`src/conv_pkg.sv`:
```
// fixed data widths for the whole engine; KX*KY of any instance must not exceed MAX_TAPS
`default_nettype none

package conv_pkg;

    // largest kernel the packed window and weight arrays can carry (5x5)
    localparam int MAX_TAPS = 25;

    // unsigned feature-map pixel
    typedef logic        [7:0]  pixel_t;
    // signed kernel weight
    typedef logic signed [7:0]  weight_t;
    // 9-bit zero-extended pixel times 8-bit weight
    typedef logic signed [15:0] product_t;
    // room for the sum of 25 products
    typedef logic signed [20:0] acc_t;
    typedef logic signed [15:0] bias_t;
    // unsigned output pixel after ReLU and saturation
    typedef logic        [7:0]  opix_t;

    // tap index is row * KX + column, row 0 is the oldest line
    // taps at or above KX*KY are zero
    typedef struct packed {
        pixel_t [MAX_TAPS-1:0] tap;
    } window_t;

    // same tap indexing as window_t
    typedef struct packed {
        weight_t [MAX_TAPS-1:0] tap;
    } weights_t;

endpackage

`default_nettype wire

```
`src/window_buffer.sv`:
```
// needs 2 <= KX,KY, KX*KY <= 25 and KX <= IMG_W; a pixel in the i_frame_start cycle is dropped
`timescale 1ns/1ps
`default_nettype none

module window_buffer #(
    parameter int KX    = 5,
    parameter int KY    = 5,
    parameter int IMG_W = 16
) (
    input  logic              clk,
    input  logic              reset_n,
    input  logic              i_frame_start,
    input  logic              i_pix_valid,
    input  conv_pkg::pixel_t  i_pix,
    output logic              o_win_valid,
    output conv_pkg::window_t o_win
);

    import conv_pkg::*;

    localparam int COL_W = $clog2(IMG_W);
    // row only needs to count up to KY-1, then it saturates
    localparam int ROW_W = $clog2(KY + 1);

    localparam logic [COL_W-1:0] COL_LAST  = COL_W'(IMG_W - 1);
    localparam logic [COL_W-1:0] COL_FIRST = COL_W'(KX - 1);
    localparam logic [ROW_W-1:0] ROW_FULL  = ROW_W'(KY - 1);

    logic [COL_W-1:0] col_q;
    logic [ROW_W-1:0] row_q;
    logic             accept;
    logic             position_done;

    // one memory per stored line, line 0 holds the previous row
    pixel_t line_mem [KY-1][IMG_W];

    // vertical slice at the current column, index KY-1 is the newest row
    pixel_t [KY-1:0] col_stack;

    // KX columns of the window, column KX-1 is the newest
    pixel_t [KX-1:0][KY-1:0] win_q;

    assign accept        = i_pix_valid && !i_frame_start;
    assign position_done = (row_q == ROW_FULL) && (col_q >= COL_FIRST);

    // raster position of the next pixel
    always_ff @(posedge clk or negedge reset_n) begin
        if (!reset_n) begin
            col_q <= '0;
            row_q <= '0;
        end else if (i_frame_start) begin
            col_q <= '0;
            row_q <= '0;
        end else if (accept) begin
            if (col_q == COL_LAST) begin
                col_q <= '0;
                if (row_q != ROW_FULL) begin
                    row_q <= row_q + 1'b1;
                end
            end else begin
                col_q <= col_q + 1'b1;
            end
        end
    end

    always_comb begin
        col_stack[KY-1] = i_pix;
        for (int y = 0; y < KY - 1; y++) begin
            col_stack[y] = line_mem[KY-2-y][col_q];
        end
    end

    // each line moves one memory further back, read before write at the same column
    always_ff @(posedge clk) begin
        if (accept) begin
            for (int k = 0; k < KY - 1; k++) begin
                line_mem[k][col_q] <= col_stack[KY-1-k];
            end
        end
    end

    always_ff @(posedge clk) begin
        if (accept) begin
            win_q <= {col_stack, win_q[KX-1:1]};
        end
    end

    always_ff @(posedge clk or negedge reset_n) begin
        if (!reset_n) begin
            o_win_valid <= 1'b0;
        end else begin
            o_win_valid <= accept && position_done;
        end
    end

    // flatten to row * KX + column, unused taps stay zero
    always_comb begin
        o_win = '0;
        for (int y = 0; y < KY; y++) begin
            for (int x = 0; x < KX; x++) begin
                o_win.tap[y*KX + x] = win_q[x][y];
            end
        end
    end

endmodule

`default_nettype wire

```
`config.mk`:
```
export PLATFORM = sky130hd
export DESIGN_NAME = window_buffer
export DESIGN_NICKNAME = d
export VERILOG_FILES = /design/src/conv_pkg.sv /design/src/window_buffer.sv
export SDC_FILE = /design/constraint.sdc
export NUM_CORES = 1
export LEC_CHECK = 0
export BUFFER_PORTS_ARGS = -buffer_cell sky130_fd_sc_hd__buf_2
export CELL_PAD_IN_SITES_DETAIL_PLACEMENT = 0
export CELL_PAD_IN_SITES_GLOBAL_PLACEMENT = 1
export CORE_UTILIZATION = 49
export DETAILED_ROUTE_END_ITERATION = 10
export PLACE_DENSITY_LB_ADDON = 0.25
export SYNTH_ARGS = -nofsm -noshare
export SYNTH_HDL_FRONTEND = slang
export SYNTH_SLANG_ARGS = --single-unit
```
`constraint.sdc`:
```
create_clock -name clk -period 3.98 [get_ports clk]
set_input_delay 0.398 -clock clk [delete_from_list [all_inputs] [get_ports clk]]
set_output_delay 0.398 -clock clk [all_outputs]
set_load 0.01 [all_outputs]
```
==> results by group <==
Clock tree
  • CTS tree: yes
  • Post-CTS Hold Buffers: 1
  • Total CTS buffers: 75
  • Clock Path Buffers: 3
  • Resized cells post-CTS: 0
  • CTS clk-pin slew, worst paths: 0.06 ns
  • CTS Sinks: 720
  • Post-CTS Setup Bufs: 0
  • Root buffer cell: clkbuf_16
  • Htree depth: 3
  • Worst-skew pair later-pin latency: 0.61 ns

Floorplanning
  • Core footprint: 0.0518 mm²
  • Die Wd: 232 µm
  • Initial Util: 50.0%
  • Num ports: 213
  • Row cnt: 83
  • Die area: 0.0538 mm²
  • Die Y: 232 µm

Timing
  • Max-slew headroom: 45.3%
  • Final Setup Violations: 0
  • Final worst-path cycle share: 70.0%
  • Final count of pins violating max slew: 0
  • Top achievable clock speed: 0.359 GHz
  • RSZ-0062 raised after global routing: no
  • Setup TNS: 0 ns
  • Worst Skew: 0.0299 ns
  • Final hold vios: 0
  • Hold Slack: 0.0797 ns
  • Slew @ Worst Pin: 0.819 ns
  • Tmin final: 2.79 ns

Synthesis
  • Number of flops mapped to enable cells by yosys: 712
  • Main flop type after synthesis: edfxtp_1
  • Yosys warning count: 0
  • Cells after synthesis: 1,057
  • Syn avg cell area: 24.5 µm²
  • Yosys reg bits: 720
  • Syn Nets: 1,075
  • Sequential area share after synthesis: 83.3%
  • Post-Syn Area: 0.0259 mm²
  • Post-synth ARST share: 1.11%
  • Yosys cell types: 32

Route
  • DR iter-0 viols: 1,155
  • DRT Wirelength: 52,300 µm
  • Routed wire per std cell: 25.2 µm
  • DR vias: 11,800
  • DRC errors left: 0
  • TritonRoute pass-1 iters: 5
  • ANT nets after route: 0
  • Vias per cell: 5.69

Global route
  • First-pass GRT wire length: 77,200 µm
  • Initial antenna violation count: 0
  • GRT Total Usage: 19.9%
  • Vias in the first global route: 12,000
  • Largest net degree at the start of global routing: 114
  • Gr ovfl total: 0

Setup path
  • Reg-to-reg endpoint: line_mem[1][108]
  • R2R Setup Slk: 1.19 ns
  • Worst R2R Path Depth: 5
  • CP Launch Type: register
  • Critical path arrival: 3.01 ns
  • Worst setup EP type: register
  • WS Path Type: register to register
  • CP Max Fanout: 32
  • Req. time, crit path: 4.21 ns
  • Reg2reg start: col_q[0]

Placement
  • Placed cells: 1,937
  • IO Port Bufs: 212
  • Post-DP HPWL: 28,400 µm
  • GP Congestion: 0.726

Final layout
  • Syn-to-layout area delta: 16.6%
  • Layout Utilization: 58.3%
  • Most frequent cells in the layout: edfxtp_1 (712), buf_2 (212), mux4_2 (102)
  • Area taken by flip-flops and latches: 0.0216 mm²
  • Antenna diodes: 0
  • Share of layout cells above drive strength 1: 33.9%
  • Fin nets: 1,353
  • Multi-input combinational cell area: 0.00401 mm²
  • Fillers: 3,685
  • Most common cell after layout, fill and taps aside: edfxtp_1
  • Non-Filler Instances: 2,074

Pwr
  • Pleak: 9.98 nW
  • Part of the power in combinational logic: 4.6%
  • Peak VDD IR: 0.319 mV
  • Flop pwr share: 55.0%
  • Sw Ratio: 20.6%
  • Clock power share: 40.4%
  • Sw Pwr: 0.00324 W
  • P_int: 0.0125 W
  • PD cells: 519 mW/mm²

Job
  • Max Cap Viol: 0

Min path
  • Hold EP: row_q[2]
  • Hold path cells: 2
  • Hold_sp: i_frame_start
  • Hold Path Class: input pin to register

Status
  • Status: finished clean
==> cell usage after synthesis, types with 3 or more instances <==
master	number	area share [%]
edfxtp_1	712	82
mux4_2	102	8.9
a22oi_1	63	1.8
nand2_1	36	0.52
clkbuf_1	27	0.39
mux4_1	26	2.6
and3_1	15	0.36
buf_12	8	0.62
buf_2	8	0.15
dfrtp_1	8	0.77
a21oi_1	6	0.12
ha_1	6	0.29
and2_1	5	0.12
nor2_1	4	0.058
buf_1	3	0.043
inv_1	3	0.043
==> state kept, by name (all words and copies together), names as in the netlist <==
name,cells
col_q,4
row_q,3
line_mem,512
o_win,200
o_win_valid,1
==> how the worst max path moves through the flow <==
stage                        startpoint          endpoint  depth (start not counted)
after floorplan           i_frame_start    line_mem[0][0]                          5
after global placement         col_q[0]   line_mem[1][52]                          5
after detailed placement       col_q[0]  line_mem[1][108]                          5
after CTS                      col_q[0]  line_mem[1][108]                          5
after global routing           col_q[0]  line_mem[1][108]                          5
final                          col_q[0]  line_mem[1][108]                          5
==> power by group through the flow <==
stage	combinational [W]	sequential [W]	clock, W
2_1_floorplan	0.000446	0.00881	0
3_5_place_dp	0.000734	0.00880	0
4_1_cts	0.000736	0.00864	0.00649
6_report	0.000719	0.00864	0.00634
5_1_grt	0.000784	0.00865	0.00678
3_3_place_gp	0.000720	0.00879	0
==> metrics by stage <==
stage / setup WS (ns) / area [µm²] / total power [W]
6_report: 1.19 / 30200 / 0.0157
5_1_grt: 0.951 / 30200 / 0.0162
4_1_cts: 1.10 / 30200 / 0.0159
3_5_place_dp: 1.11 / 28000 / 0.00953
3_3_place_gp: 1.17 / 28000 / 0.00951
2_1_floorplan: 0.216 / 25900 / 0.00926
==> critical path, stage by stage (launching register included) <==
cell and delay (ns):
dfrtp_4 0.69, buf_12 0.32, buf_4 0.28, mux4_2 0.52, a22oi_1 0.23, nand2_1 0.34
==> area by class of cell <==
class / instances / area share [%]
Sequential cell: 720 / 71.4
Multi-Input combinational cell: 282 / 13.3
Clock buffer: 99 / 6.79
Timing Repair Buffer: 250 / 5.04
Tap cell: 680 / 2.82
Clock inverter: 37 / 0.563
Inverter: 6 / 0.0994
==> kinds of logic after synthesis <==
group | share of synthesized area, %
buf+inv | 1.44
mux | 11.5
xor+xnor | 0.0338
fa+ha+maj | 0.290
flops | 83.3
compound gates | 2.10
simple gates | 1.34
==> metal layers <==
metal,track usage [%],vias to the layer above,part of all wire (%)
li1,-,5065,-
met1,27.3,6290,42
met2,33.0,371,51
met3,3.40,69,5.8
met4,5.92,0,1.7
met5,0,-,0
(Power assumes the default switching activity.)
