$ cat config.mk
export PLATFORM = sky130hd
export DESIGN_NAME = bias_relu
export DESIGN_NICKNAME = d
export VERILOG_FILES = /design/src/conv_pkg.sv /design/src/bias_relu.sv
export SDC_FILE = /design/constraint.sdc
export NUM_CORES = 1
export LEC_CHECK = 0
export ABC_CLOCK_PERIOD_IN_PS = 800
export BUFFER_PORTS_ARGS = -buffer_cell sky130_fd_sc_hd__buf_2
export CORE_UTILIZATION = 40
export DETAILED_ROUTE_END_ITERATION = 8
export GPL_ROUTABILITY_DRIVEN = 0
export PLACE_DENSITY_LB_ADDON = 0.25
export SYNTH_ARGS = -nofsm -noshare
export SYNTH_HDL_FRONTEND = slang
export SYNTH_SLANG_ARGS = --single-unit
$ cat constraint.sdc
create_clock -name clk -period 0.8 [get_ports clk]
set_input_delay 0.08 -clock clk [delete_from_list [all_inputs] [get_ports clk]]
set_output_delay 0.08 -clock clk [all_outputs]
set_load 0.01 [all_outputs]
$ cat src/conv_pkg.sv
// fixed data widths for the whole engine; KX*KY of any instance must not exceed MAX_TAPS
`default_nettype none

package conv_pkg;

    // largest kernel the packed window and weight arrays can carry (5x5)
    localparam int MAX_TAPS = 25;

    // unsigned feature-map pixel
    typedef logic        [7:0]  pixel_t;
    // signed kernel weight
    typedef logic signed [7:0]  weight_t;
    // 9-bit zero-extended pixel times 8-bit weight
    typedef logic signed [15:0] product_t;
    // room for the sum of 25 products
    typedef logic signed [20:0] acc_t;
    typedef logic signed [15:0] bias_t;
    // unsigned output pixel after ReLU and saturation
    typedef logic        [7:0]  opix_t;

    // tap index is row * KX + column, row 0 is the oldest line
    // taps at or above KX*KY are zero
    typedef struct packed {
        pixel_t [MAX_TAPS-1:0] tap;
    } window_t;

    // same tap indexing as window_t
    typedef struct packed {
        weight_t [MAX_TAPS-1:0] tap;
    } weights_t;

endpackage

`default_nettype wire

$ cat src/bias_relu.sv
// no requantization shift: the biased sum is clamped straight into the 8-bit output range
`timescale 1ns/1ps
`default_nettype none

module bias_relu (
    input  logic            clk,
    input  logic            reset_n,
    input  logic            i_acc_valid,
    input  conv_pkg::acc_t  i_acc,
    input  conv_pkg::bias_t i_bias,
    output logic            o_valid,
    output conv_pkg::opix_t o_pix
);

    import conv_pkg::*;

    // one extra bit so accumulator plus bias cannot wrap
    localparam int SUM_BW = $bits(acc_t) + 1;

    localparam logic signed [SUM_BW-1:0] SAT_MAX = SUM_BW'((1 << $bits(opix_t)) - 1);

    logic signed [SUM_BW-1:0] sum;
    opix_t                    clamped;

    assign sum = SUM_BW'(i_acc) + SUM_BW'(i_bias);

    always_comb begin
        if (sum[SUM_BW-1]) begin
            clamped = '0;
        end else if (sum > SAT_MAX) begin
            clamped = '1;
        end else begin
            clamped = opix_t'(sum);
        end
    end

    always_ff @(posedge clk or negedge reset_n) begin
        if (!reset_n) begin
            o_valid <= 1'b0;
        end else begin
            o_valid <= i_acc_valid;
        end
    end

    always_ff @(posedge clk) begin
        if (i_acc_valid) begin
            o_pix <= clamped;
        end
    end

endmodule

`default_nettype wire

==> results of run 1 <==
routing by layer:
layer	vias up	track usage, %
met3	3	0.5282
met5	-	0
met2	43	40.66
met1	830	25.82
met4	0	4.444
li1	945	-
synthesized netlist by cell type, types with 2 or more instances:
cell / count / area share, %
a21o_1: 5 / 2.4
mux2i_1: 4 / 2.6
inv_1: 4 / 0.96
clkbuf_1: 3 / 0.72
a311oi_1: 3 / 1.7
nor2b_1: 3 / 1.2
nor2_1: 9 / 2.2
o211a_1: 2 / 1.3
and3_2: 2 / 0.96
nand2_1: 16 / 3.8
xor2_1: 4 / 2.2
a21o_2: 2 / 1.1
edfxtp_1: 8 / 15
ha_1: 21 / 17
o21a_1: 7 / 3.4
a31oi_1: 4 / 1.6
nand3_1: 7 / 2.2
a2bb2oi_1: 2 / 1.1
and2_1: 2 / 0.80
nand2b_1: 3 / 1.2
or2_2: 2 / 0.80
o21ai_0: 11 / 3.5
nand4_1: 3 / 1.2
xnor2_1: 3 / 1.7
o221ai_1: 2 / 1.1
a41oi_1: 8 / 4.5
a21oi_1: 16 / 5.1
o211ai_1: 2 / 0.96
registers in the layout, summed over array words and instances (netlist names):
register	cells
o_valid	1
o_pix	8
kinds of logic after synthesis:
| group | after synthesis | synth area share, % |
|---|---|---|
| buffers and inverters | 10 | 4.884 |
| and+or+nand+nor | 57 | 20.34 |
| muxes | 5 | 3.283 |
| adders and majority gates | 22 | 18.09 |
| DFF | 9 | 16.97 |
| AOI/OAI and AO/OA | 71 | 32.51 |
| xor gates and xnor gates | 7 | 3.923 |
what timing repair did:
| item | CTS | global route |
|---|---|---|
| hold buffers | 1 | 0 |
| pin swaps | 8 | 2 |
| endpoints found under the setup margin | 12 | 17 |
| endpoints found under the hold margin | 1 | 0 |
| setup buffers | 1 | 1 |
| resized for setup | 14 | 0 |
stage by stage:
stage / cells / util (%) / power, uW
floorplan: 181 / - / 1575
global placement: 336 / 62.22 / 2269
detailed placement: 336 / 62.22 / 2293
CTS: 342 / 65.99 / 2898
global route: 343 / 66.20 / 3133
finish: 343 / 66.20 / 2910
layout by cell type, fill, tap and decap left out, drive strengths merged, types with 3 or more instances in the layout:
| cell | n |
|---|---|
| a21oi | 16 |
| inv | 4 |
| and3 | 3 |
| a31oi | 4 |
| clkbuf | 4 |
| nor2b | 3 |
| o21ai | 11 |
| a41oi | 9 |
| mux2i | 4 |
| a311oi | 3 |
| buf | 115 |
| edfxtp | 8 |
| a21o | 7 |
| nand4 | 3 |
| ha | 21 |
| nand2b | 3 |
| nand3 | 7 |
| and2 | 3 |
| nand2 | 16 |
| o21a | 7 |
| xnor2 | 3 |
| xor2 | 4 |
| nor2 | 9 |
layout make-up:
class	instances	share of cell area, %
clock buffers	4	1.831
multi-input cells	162	52.90
flip-flops and latches	9	10.78
inverters	4	0.6104
well taps	48	2.442
repair buffers	116	31.43
worst paths after layout:
path	from	end	slack, ns	cells past startpoint
setup / recovery	i_acc[0]	o_pix[2]$_SDFFCE_PN0P_	-1.83	12
max in group asynchronous	reset_n	o_valid$_DFF_PN0_	0.57	2
hold / removal	i_acc_valid	o_valid$_DFF_PN0_	0.08	1
min in group asynchronous	reset_n	o_valid$_DFF_PN0_	0.15	2
critical path: stages:
cell and delay (ns):
buf_6 0.10, ha_4 0.16, fa_2 0.35, a21o_2 0.23, a221o_2 0.38, a21bo_2 0.21
nand4_1 0.08, mux2i_1 0.08, or4_4 0.49, nor4_4 0.15, buf_6 0.17, a41oi_2 0.12
power by group:
part	internal, uW	switching, uW	leakage [uW]
Sequential	586	10.8	0.0000902
Clock	346	170	0.0000228
Combinational	953	843	0.00107
==> flow_summary_export.csv, run 1 <==
group,metric,value,unit
die,die_h,64.51,microns
global_route,grt_pass1_wl,7134,microns
sta,fmax,380.0,MHz
critical_path,critPathMaxFanout,8,
synthesis,ys_ff_latch,9,
global_route,grt_usage,21.14,%
outcome,violations,"setup timing",
clock_network,clock_sinks,9,
clock_network,cts_root_buf,"clkbuf_8",
cells_and_area,nFillCells,334,
global_route,grt_max_degree,10,
sta,setup_ws,-1.832,ns
detailed_routing,vias,1821,
synthesis,synthFlopType,"edfxtp_1",
sta,period_share,329.0,%
synthesis,syn_inst,181,
clock_network,cts_tree,"done",
sta,maxSlewViolCount,0,
place,placed_area,2312,sq um
global_route,grt-ovfl-total,0,
job,drv_cap,0,
synthesis,synth_warnings,0,
cells_and_area,fin_nets,358,
critical_path,critPathKind,"in -> reg",
synthesis,ys_seq_area_share,16.97,%
die,die_w,64.51,microns
synthesis,netlist_area,1563,sq um
place,dp_hpwl,3557,microns
place,post-place-ws,-2.150,ns
cells_and_area,finalInstanceArea,2460,sq um
sta,worstMarginPinSlew,0.4224,ns
cells_and_area,multiInputGateArea,1301,sq um
detailed_routing,dr.pass1.iters,4,
sta,whs,0.08463,ns
critical_path,worstPathRequired,0.76,ns
synthesis,ys_async_sr_fraction,11.11,%
synthesis,synth.avg_cell_area,8.634,sq um
synthesis,synth_nets,243,
sta,slew-limit-headroom,71.74,%
global_route,antenna_found_initial,0,
power_and_ir_drop,leakagePower,0.001186,uW
cells_and_area,antenna_cells,0,
synthesis,synth_edf_count,8,
sta,finalSetupViolCount,13,
sta,fin_crit,2.632,ns
detailed_routing,ant_nets,0,
power_and_ir_drop,vdd_drop_max,0.0004864,V
sta,hold_viol_final,0,
clock_network,path_clk_slew,0.04,ns
die,rows,22,
power_and_ir_drop,powerDensity,1183,nW/um^2
detailed_routing,avgRoutedWirePerCell,12.16,microns
detailed_routing,wl_met3,123,microns
cells_and_area,synthToLayoutAreaGrowth,57.41,%
sta,fin_setup_tns,-14.53,ns
detailed_routing,initialDrtViolationCount,148,
cells_and_area,drive_gt1_share,49.15,%
clock_network,cts_max_path_buffers,2,
min_path,hp-class,"in -> reg",
die,io-pin-count,49,
clock_network,numCtsBuffers,3,
global_route,grt_pass1_vias,1727,
place,io_buffers,48,
die,die_area,4161,sq um
detailed_routing,drc,0,
die,initial_core_util,42.05,%
synthesis,yosys.cell_types.count,51,
outcome,status,"complete, but fails checks",
critical_path,cp-start-kind,"input pin",
cells_and_area,regArea,265.3,sq um
detailed_routing,wl_met1,1918,microns
detailed_routing,top_layer,"met4",
critical_path,endpoint_kind,"flip-flop",
detailed_routing,via_per_inst,5.309,
detailed_routing,wl_met2,2108,microns
clock_network,htreeDepth,1,
critical_path,cp.arrival,2.59,ns
sta,rsz0062_at_grt,"yes",
die,core_area,3716,sq um
detailed_routing,routed_wl,4171,microns
(Power assumes the default switching activity.)
==> inputs of run 2 (changes only) <==
Settings changed: PLACE_DENSITY from default to 0.65, PLACE_DENSITY_LB_ADDON 0.25 to default.
==> run 2 against run 1 <==
Against the previous run:
- the run still ends with setup timing left
- final area grew 0.46%
- sequential power is essentially flat
- global-route usage shrank 1.1 points
- critical path type unchanged
- highest routed layer unchanged
==> flow_summary_export.csv, run 2 (synthesis gave the netlist of run 1 again) <==
group,metric,value,unit
power_and_ir_drop,switching_share,35.37,%
die,initial_core_util,42.05,%
detailed_routing,via_per_inst,5.349,
clock_network,cts_tree,"done",
cells_and_area,drive_gt1_share,49.32,%
min_path,hold_start,"i_acc_valid",
detailed_routing,avgRoutedWirePerCell,11.87,microns
place,placed_area,2305,sq um
sta,hold_viol_final,0,
sta,whs,0.07977,ns
global_route,met3_usage,1.761,%
sta,fmax,372.1,MHz
critical_path,critPathMaxFanout,8,
cells_and_area,synthToLayoutAreaGrowth,58.13,%
cells_and_area,antenna_cells,0,
die,core_area,3716,sq um
detailed_routing,dr.pass1.iters,4,
sta,fin_crit,2.688,ns
cells_and_area,most-common-layout-cells,"66 x buf_4, 46 x buf_2, 20 x ha_1, 16 x nand2_1, 14 x a21oi_1",
detailed_routing,routed_wl,4083,microns
global_route,grt_most_used_layer,"met2",
critical_path,worstPathRequired,0.76,ns
cells_and_area,layout_commonest_cell,"buf_4",
power_and_ir_drop,internal_power,1875,uW
cells_and_area,fin_nets,359,
sta,finalSetupViolCount,10,
sta,period_share,335.9,%
job,drv_cap,0,
power_and_ir_drop,power,2901,uW
cells_and_area,utilization,66.50,%
global_route,grt-ovfl-total,0,
cells_and_area,regMostFlops,"o_pix",
clock_network,path_clk_slew,0.04,ns
die,die_w,64.51,microns
die,io-pin-count,49,
cells_and_area,largest_reg_flops,8,
critical_path,critPathKind,"in -> reg",
critical_path,cp.arrival,2.64,ns
global_route,use_met2,35.00,%
clock_network,numCtsBuffers,3,
power_and_ir_drop,leakagePower,0.001189,uW
sta,maxSlewViolCount,0,
die,die_area,4161,sq um
detailed_routing,drc,0,
critical_path,cp-start-kind,"input pin",
clock_network,cts_max_path_buffers,2,
place,io_buffers,48,
power_and_ir_drop,p_comb_share,61.5,%
die,rows,22,
power_and_ir_drop,switching_power,1026,uW
detailed_routing,initialDrtViolationCount,94,
cells_and_area,reg.largest.list,"o_pix x8, o_valid x1",
global_route,grt_pass1_vias,1627,
power_and_ir_drop,p_clk_share,17.9,%
global_route,gr-usage-met1,25.82,%
clock_network,htreeDepth,1,
power_and_ir_drop,seq_power_share,20.6,%
clock_network,clock_sinks,9,
cells_and_area,nFillCells,335,
sta,slew-limit-headroom,71.78,%
sta,rsz0062_at_grt,"yes",
detailed_routing,vias,1840,
cells_and_area,finalInstanceArea,2471,sq um
outcome,violations,"setup timing",
min_path,hold_depth,1,
clock_network,cts_root_buf,"clkbuf_8",
power_and_ir_drop,powerDensity,1174,nW/um^2
global_route,grt_max_degree,10,
min_path,hp-class,"in -> reg",
detailed_routing,ant_nets,0,
global_route,antenna_found_initial,0,
critical_path,endpoint_kind,"flip-flop",
min_path,holdPathEnd,"o_valid$_DFF_PN0_",
die,die_h,64.51,microns
global_route,grt_pass1_wl,6796,microns
outcome,status,"complete, but fails checks",
sta,setup_ws,-1.888,ns
power_and_ir_drop,vdd_drop_max,0.0004800,V
place,dp_hpwl,3528,microns
sta,worstMarginPinSlew,0.4233,ns
global_route,grt_usage,20.03,%
-- run 2: cell count changes in the layout (fill, tap and decap cells not counted) --
cell	previous run	this run
a21oi_2	2	1
a21oi_4	0	1
buf_4	65	66
mux2_2	0	1
mux2_4	1	0
-- run 2: repair_timing --
action,4_1_cts,5_1_grt
pin swaps,5,3
gates resized for setup,8,6
buffers inserted,1,3
setup endpoints to repair,16,17
hold buffers,1,0
hold endpoints to repair,1,0
-- run 2: power groups by stage --
stage	logic [uW]	clock network, uW	registers (uW)
6_report	1780	520	597
5_1_grt	1960	544	603
4_1_cts	1730	531	598
3_5_place_dp	1670	0	605
3_3_place_gp	1650	0	604
2_1_floorplan	935	0	640
-- run 2: how the worst max path moves through the flow --
stage | to | startpoint | slack (ns)
final | o_pix[2]$_SDFFCE_PN0P_ | i_acc[1] | -1.89
after global routing | o_pix[2]$_SDFFCE_PN0P_ | i_acc[1] | -1.97
after CTS | o_pix[2]$_SDFFCE_PN0P_ | i_acc[0] | -1.89
after detailed placement | o_pix[2]$_SDFFCE_PN0P_ | i_acc[0] | -2.21
after global placement | o_pix[2]$_SDFFCE_PN0P_ | i_acc[0] | -2.14
after floorplan | o_pix[0]$_SDFFCE_PN0P_ | i_acc[0] | -1.97
-- run 2: critical path, cell delays in order --
cell and delay, ns:
buf_2 0.12, buf_6 0.11, fa_2 0.37, a21o_2 0.24, a221o_2 0.39, a21bo_2 0.22
nand4_1 0.09, mux2i_1 0.09, or4_4 0.49, nor4_4 0.15, buf_6 0.17, a41oi_2 0.13
-- run 2: metal layers --
metal,wire length [microns],vias to the layer above
met5,0,-
li1,-,951
met1,1952,851
met3,106,3
met2,1995,35
met4,28,0
-- run 2: per-stage QoR --
stage / setup TNS, ns / instances / setup WS (ns)
final: -14.84 / 344 / -1.888
after floorplan: -15.72 / 181 / -1.965
after global placement: -17.05 / 335 / -2.143
after CTS: -14.98 / 341 / -1.895
after detailed placement: -17.16 / 335 / -2.214
after global routing: -15.73 / 344 / -1.970
-- run 2: final cells by class --
| class | count | area (sq um) | share of cell area (%) |
|---|---|---|---|
| multi-input combinational | 162 | 1305 | 52.81 |
| clock buffer | 4 | 45.04 | 1.823 |
| inverter | 4 | 15.01 | 0.6076 |
| timing repair buffer | 117 | 780.7 | 31.59 |
| sequential | 9 | 265.3 | 10.73 |
| tap | 48 | 60.06 | 2.430 |
==> inputs of run 3 (changes only) <==
Settings changed: CAP_MARGIN from default to 15, CTS_CLUSTER_SIZE from default to 25, TNS_END_PERCENT from default to 1.
==> run 3 against run 2 <==
Against the previous run:
- the flow still finishes with violations (setup timing)
- via count shrank 1.5%
- combinational power is 4% lower
- global-route usage decreased by 0.31 points
- first-iteration DRC count down 33%
- sequential power about the same
- sequential share of layout area up 0.43 points
- flip-flop and latch count unchanged
- final area decreased by 3.8%
- critical path type unchanged
==> flow_summary_export.csv, run 3 (synthesis gave the netlist of run 1 again) <==
group,metric,value,unit
detailed_routing,ant_nets,0,
sta,setup_ws,-1.889,ns
cells_and_area,multiInputGateArea,1267,sq um
cells_and_area,nFillCells,336,
global_route,grt_usage,19.72,%
job,drv_cap,0,
die,io-pin-count,49,
power_and_ir_drop,leakagePower,0.001154,uW
sta,worstMarginPinSlew,0.4481,ns
cells_and_area,most-common-layout-cells,"63 x buf_4, 48 x buf_2, 20 x ha_1, 16 x nand2_1, 14 x a21oi_1",
cells_and_area,largest_reg_flops,8,
place,post-place-ws,-2.179,ns
sta,fmax,371.9,MHz
global_route,use_met2,33.95,%
detailed_routing,drc,0,
outcome,violations,"setup timing",
critical_path,worstPathRequired,0.76,ns
power_and_ir_drop,vdd_drop_max,0.0004843,V
global_route,grt_most_used_layer,"met2",
clock_network,cts_root_buf,"clkbuf_8",
critical_path,worstPathCellList,"buf_2 -> buf_4 -> fa_2 -> a21o_4 -> a221o_2 -> a21bo_2 -> nand4_1 -> mux2i_1 -> or4_4 -> nor4_4 -> buf_4 -> a41oi_1",
die,core_area,3716,sq um
detailed_routing,avgRoutedWirePerCell,11.90,microns
clock_network,numCtsBuffers,3,
die,initial_core_util,42.05,%
min_path,holdPathEnd,"o_valid$_DFF_PN0_",
die,die_h,64.51,microns
cells_and_area,layout_commonest_cell,"buf_4",
critical_path,cp_slowest_cell,"or4_4",
sta,maxSlewViolCount,0,
clock_network,clock_sinks,9,
global_route,grt-ovfl-total,0,
die,rows,22,
clock_network,path_clk_slew,0.04,ns
critical_path,endpoint_kind,"flip-flop",
cells_and_area,reg.largest.list,"o_pix x8, o_valid x1",
global_route,gr-usage-met1,27.25,%
critical_path,critPathKind,"in -> reg",
cells_and_area,drive_gt1_share,46.74,%
die,die_w,64.51,microns
die,die_area,4161,sq um
global_route,grt_pass1_vias,1615,
detailed_routing,vias,1812,
cells_and_area,regMostFlops,"o_pix",
detailed_routing,routed_wl,4034,microns
clock_network,htreeDepth,1,
clock_network,cts_tree,"done",
detailed_routing,via_per_inst,5.345,
critical_path,critPathTopFamily,"compound AO/OA/AOI/OAI gates",
cells_and_area,regArea,265.3,sq um
critical_path,crit_path_frequent_cell,"buf_4",
outcome,status,"complete, but fails checks",
place,io_buffers,48,
critical_path,cp_slowest_stage_delay,0.50,ns
sta,hold_viol_final,0,
clock_network,cts_max_path_buffers,2,
critical_path,cp.arrival,2.64,ns
cells_and_area,fin_nets,354,
cells_and_area,synthToLayoutAreaGrowth,52.04,%
detailed_routing,dr.pass1.iters,4,
min_path,hold_depth,1,
sta,period_share,336.1,%
sta,finalSetupViolCount,10,
global_route,grt_max_degree,10,
min_path,hp-class,"in -> reg",
detailed_routing,initialDrtViolationCount,63,
power_and_ir_drop,power,2802,uW
sta,slew-limit-headroom,70.13,%
global_route,antenna_found_initial,0,
global_route,grt_pass1_wl,6831,microns
sta,fin_crit,2.689,ns
power_and_ir_drop,powerDensity,1179,nW/um^2
critical_path,critPathMaxFanout,8,
sta,rsz0062_at_grt,"yes",
place,dp_hpwl,3457,microns
critical_path,cp.buffers_inverters,3,
cells_and_area,antenna_cells,0,
min_path,hold_start,"i_acc_valid",
critical_path,cp-start-kind,"input pin",
global_route,met3_usage,0.8803,%
[run 3: changes by cell type in the layout (fill, tap and decap cells not counted), moves of 2 or more]
cell     before  now
a41oi_1       5    8
a41oi_2       3    1
buf_2        46   48
buf_4        66   63
buf_6         4    0
[run 3: through the flow]
stage               std cells  hold WS (ns)  area, sq um  utilization, %  TNS [ns]
floorplan                 181       -0.2156         1585               -    -15.72
global placement          334       -0.1457         2297           61.82    -17.05
detailed placement        334       -0.1445         2297           61.82    -17.33
CTS                       339       0.08748         2359           63.47    -15.10
global route              339       0.09623         2376           63.94    -15.92
finish                    339       0.08793         2376           63.94    -14.99
[run 3: report_power, final]
part / switching, uW / internal [uW] / leakage (uW)
clock network: 159 / 345 / 0.0000228
registers: 10.5 / 586 / 0.0000902
logic: 805 / 896 / 0.00104
[run 3: how the worst max path moves through the flow]
stage / start / to / slack [ns] / cells after the start
4_1_cts: i_acc[1] / o_pix[2]$_SDFFCE_PN0P_ / -1.90 / 12
2_1_floorplan: i_acc[0] / o_pix[0]$_SDFFCE_PN0P_ / -1.97 / 10
5_1_grt: i_acc[1] / o_pix[6]$_SDFFCE_PN0P_ / -1.98 / 11
6_report: i_acc[1] / o_pix[2]$_SDFFCE_PN0P_ / -1.89 / 12
3_3_place_gp: i_acc[0] / o_pix[2]$_SDFFCE_PN0P_ / -2.14 / 12
3_5_place_dp: i_acc[0] / o_pix[2]$_SDFFCE_PN0P_ / -2.18 / 12
[run 3: repair_timing]
item                                    4_1_cts  5_1_grt
endpoints found under the hold margin         1        0
endpoints found under the setup margin       12       17
buffers inserted                              0        0
gates resized for setup                       1        4
pin swaps                                     3        0
hold buffers                                  1        0
[run 3: final cells by class]
| cell class | count | share of cell area, % |
|---|---|---|
| tap | 48 | 2.528 |
| timing repair buffer | 112 | 30.44 |
| inverter | 4 | 0.6319 |
| clock buffer | 4 | 1.896 |
| sequential | 9 | 11.16 |
| multi-input combinational | 162 | 53.34 |
[run 3: routing by layer]
layer	vias to the layer above	part of all wire, %
met5	-	0
met4	0	0.67
met3	4	3.0
met2	39	48
met1	829	48
li1	940	-
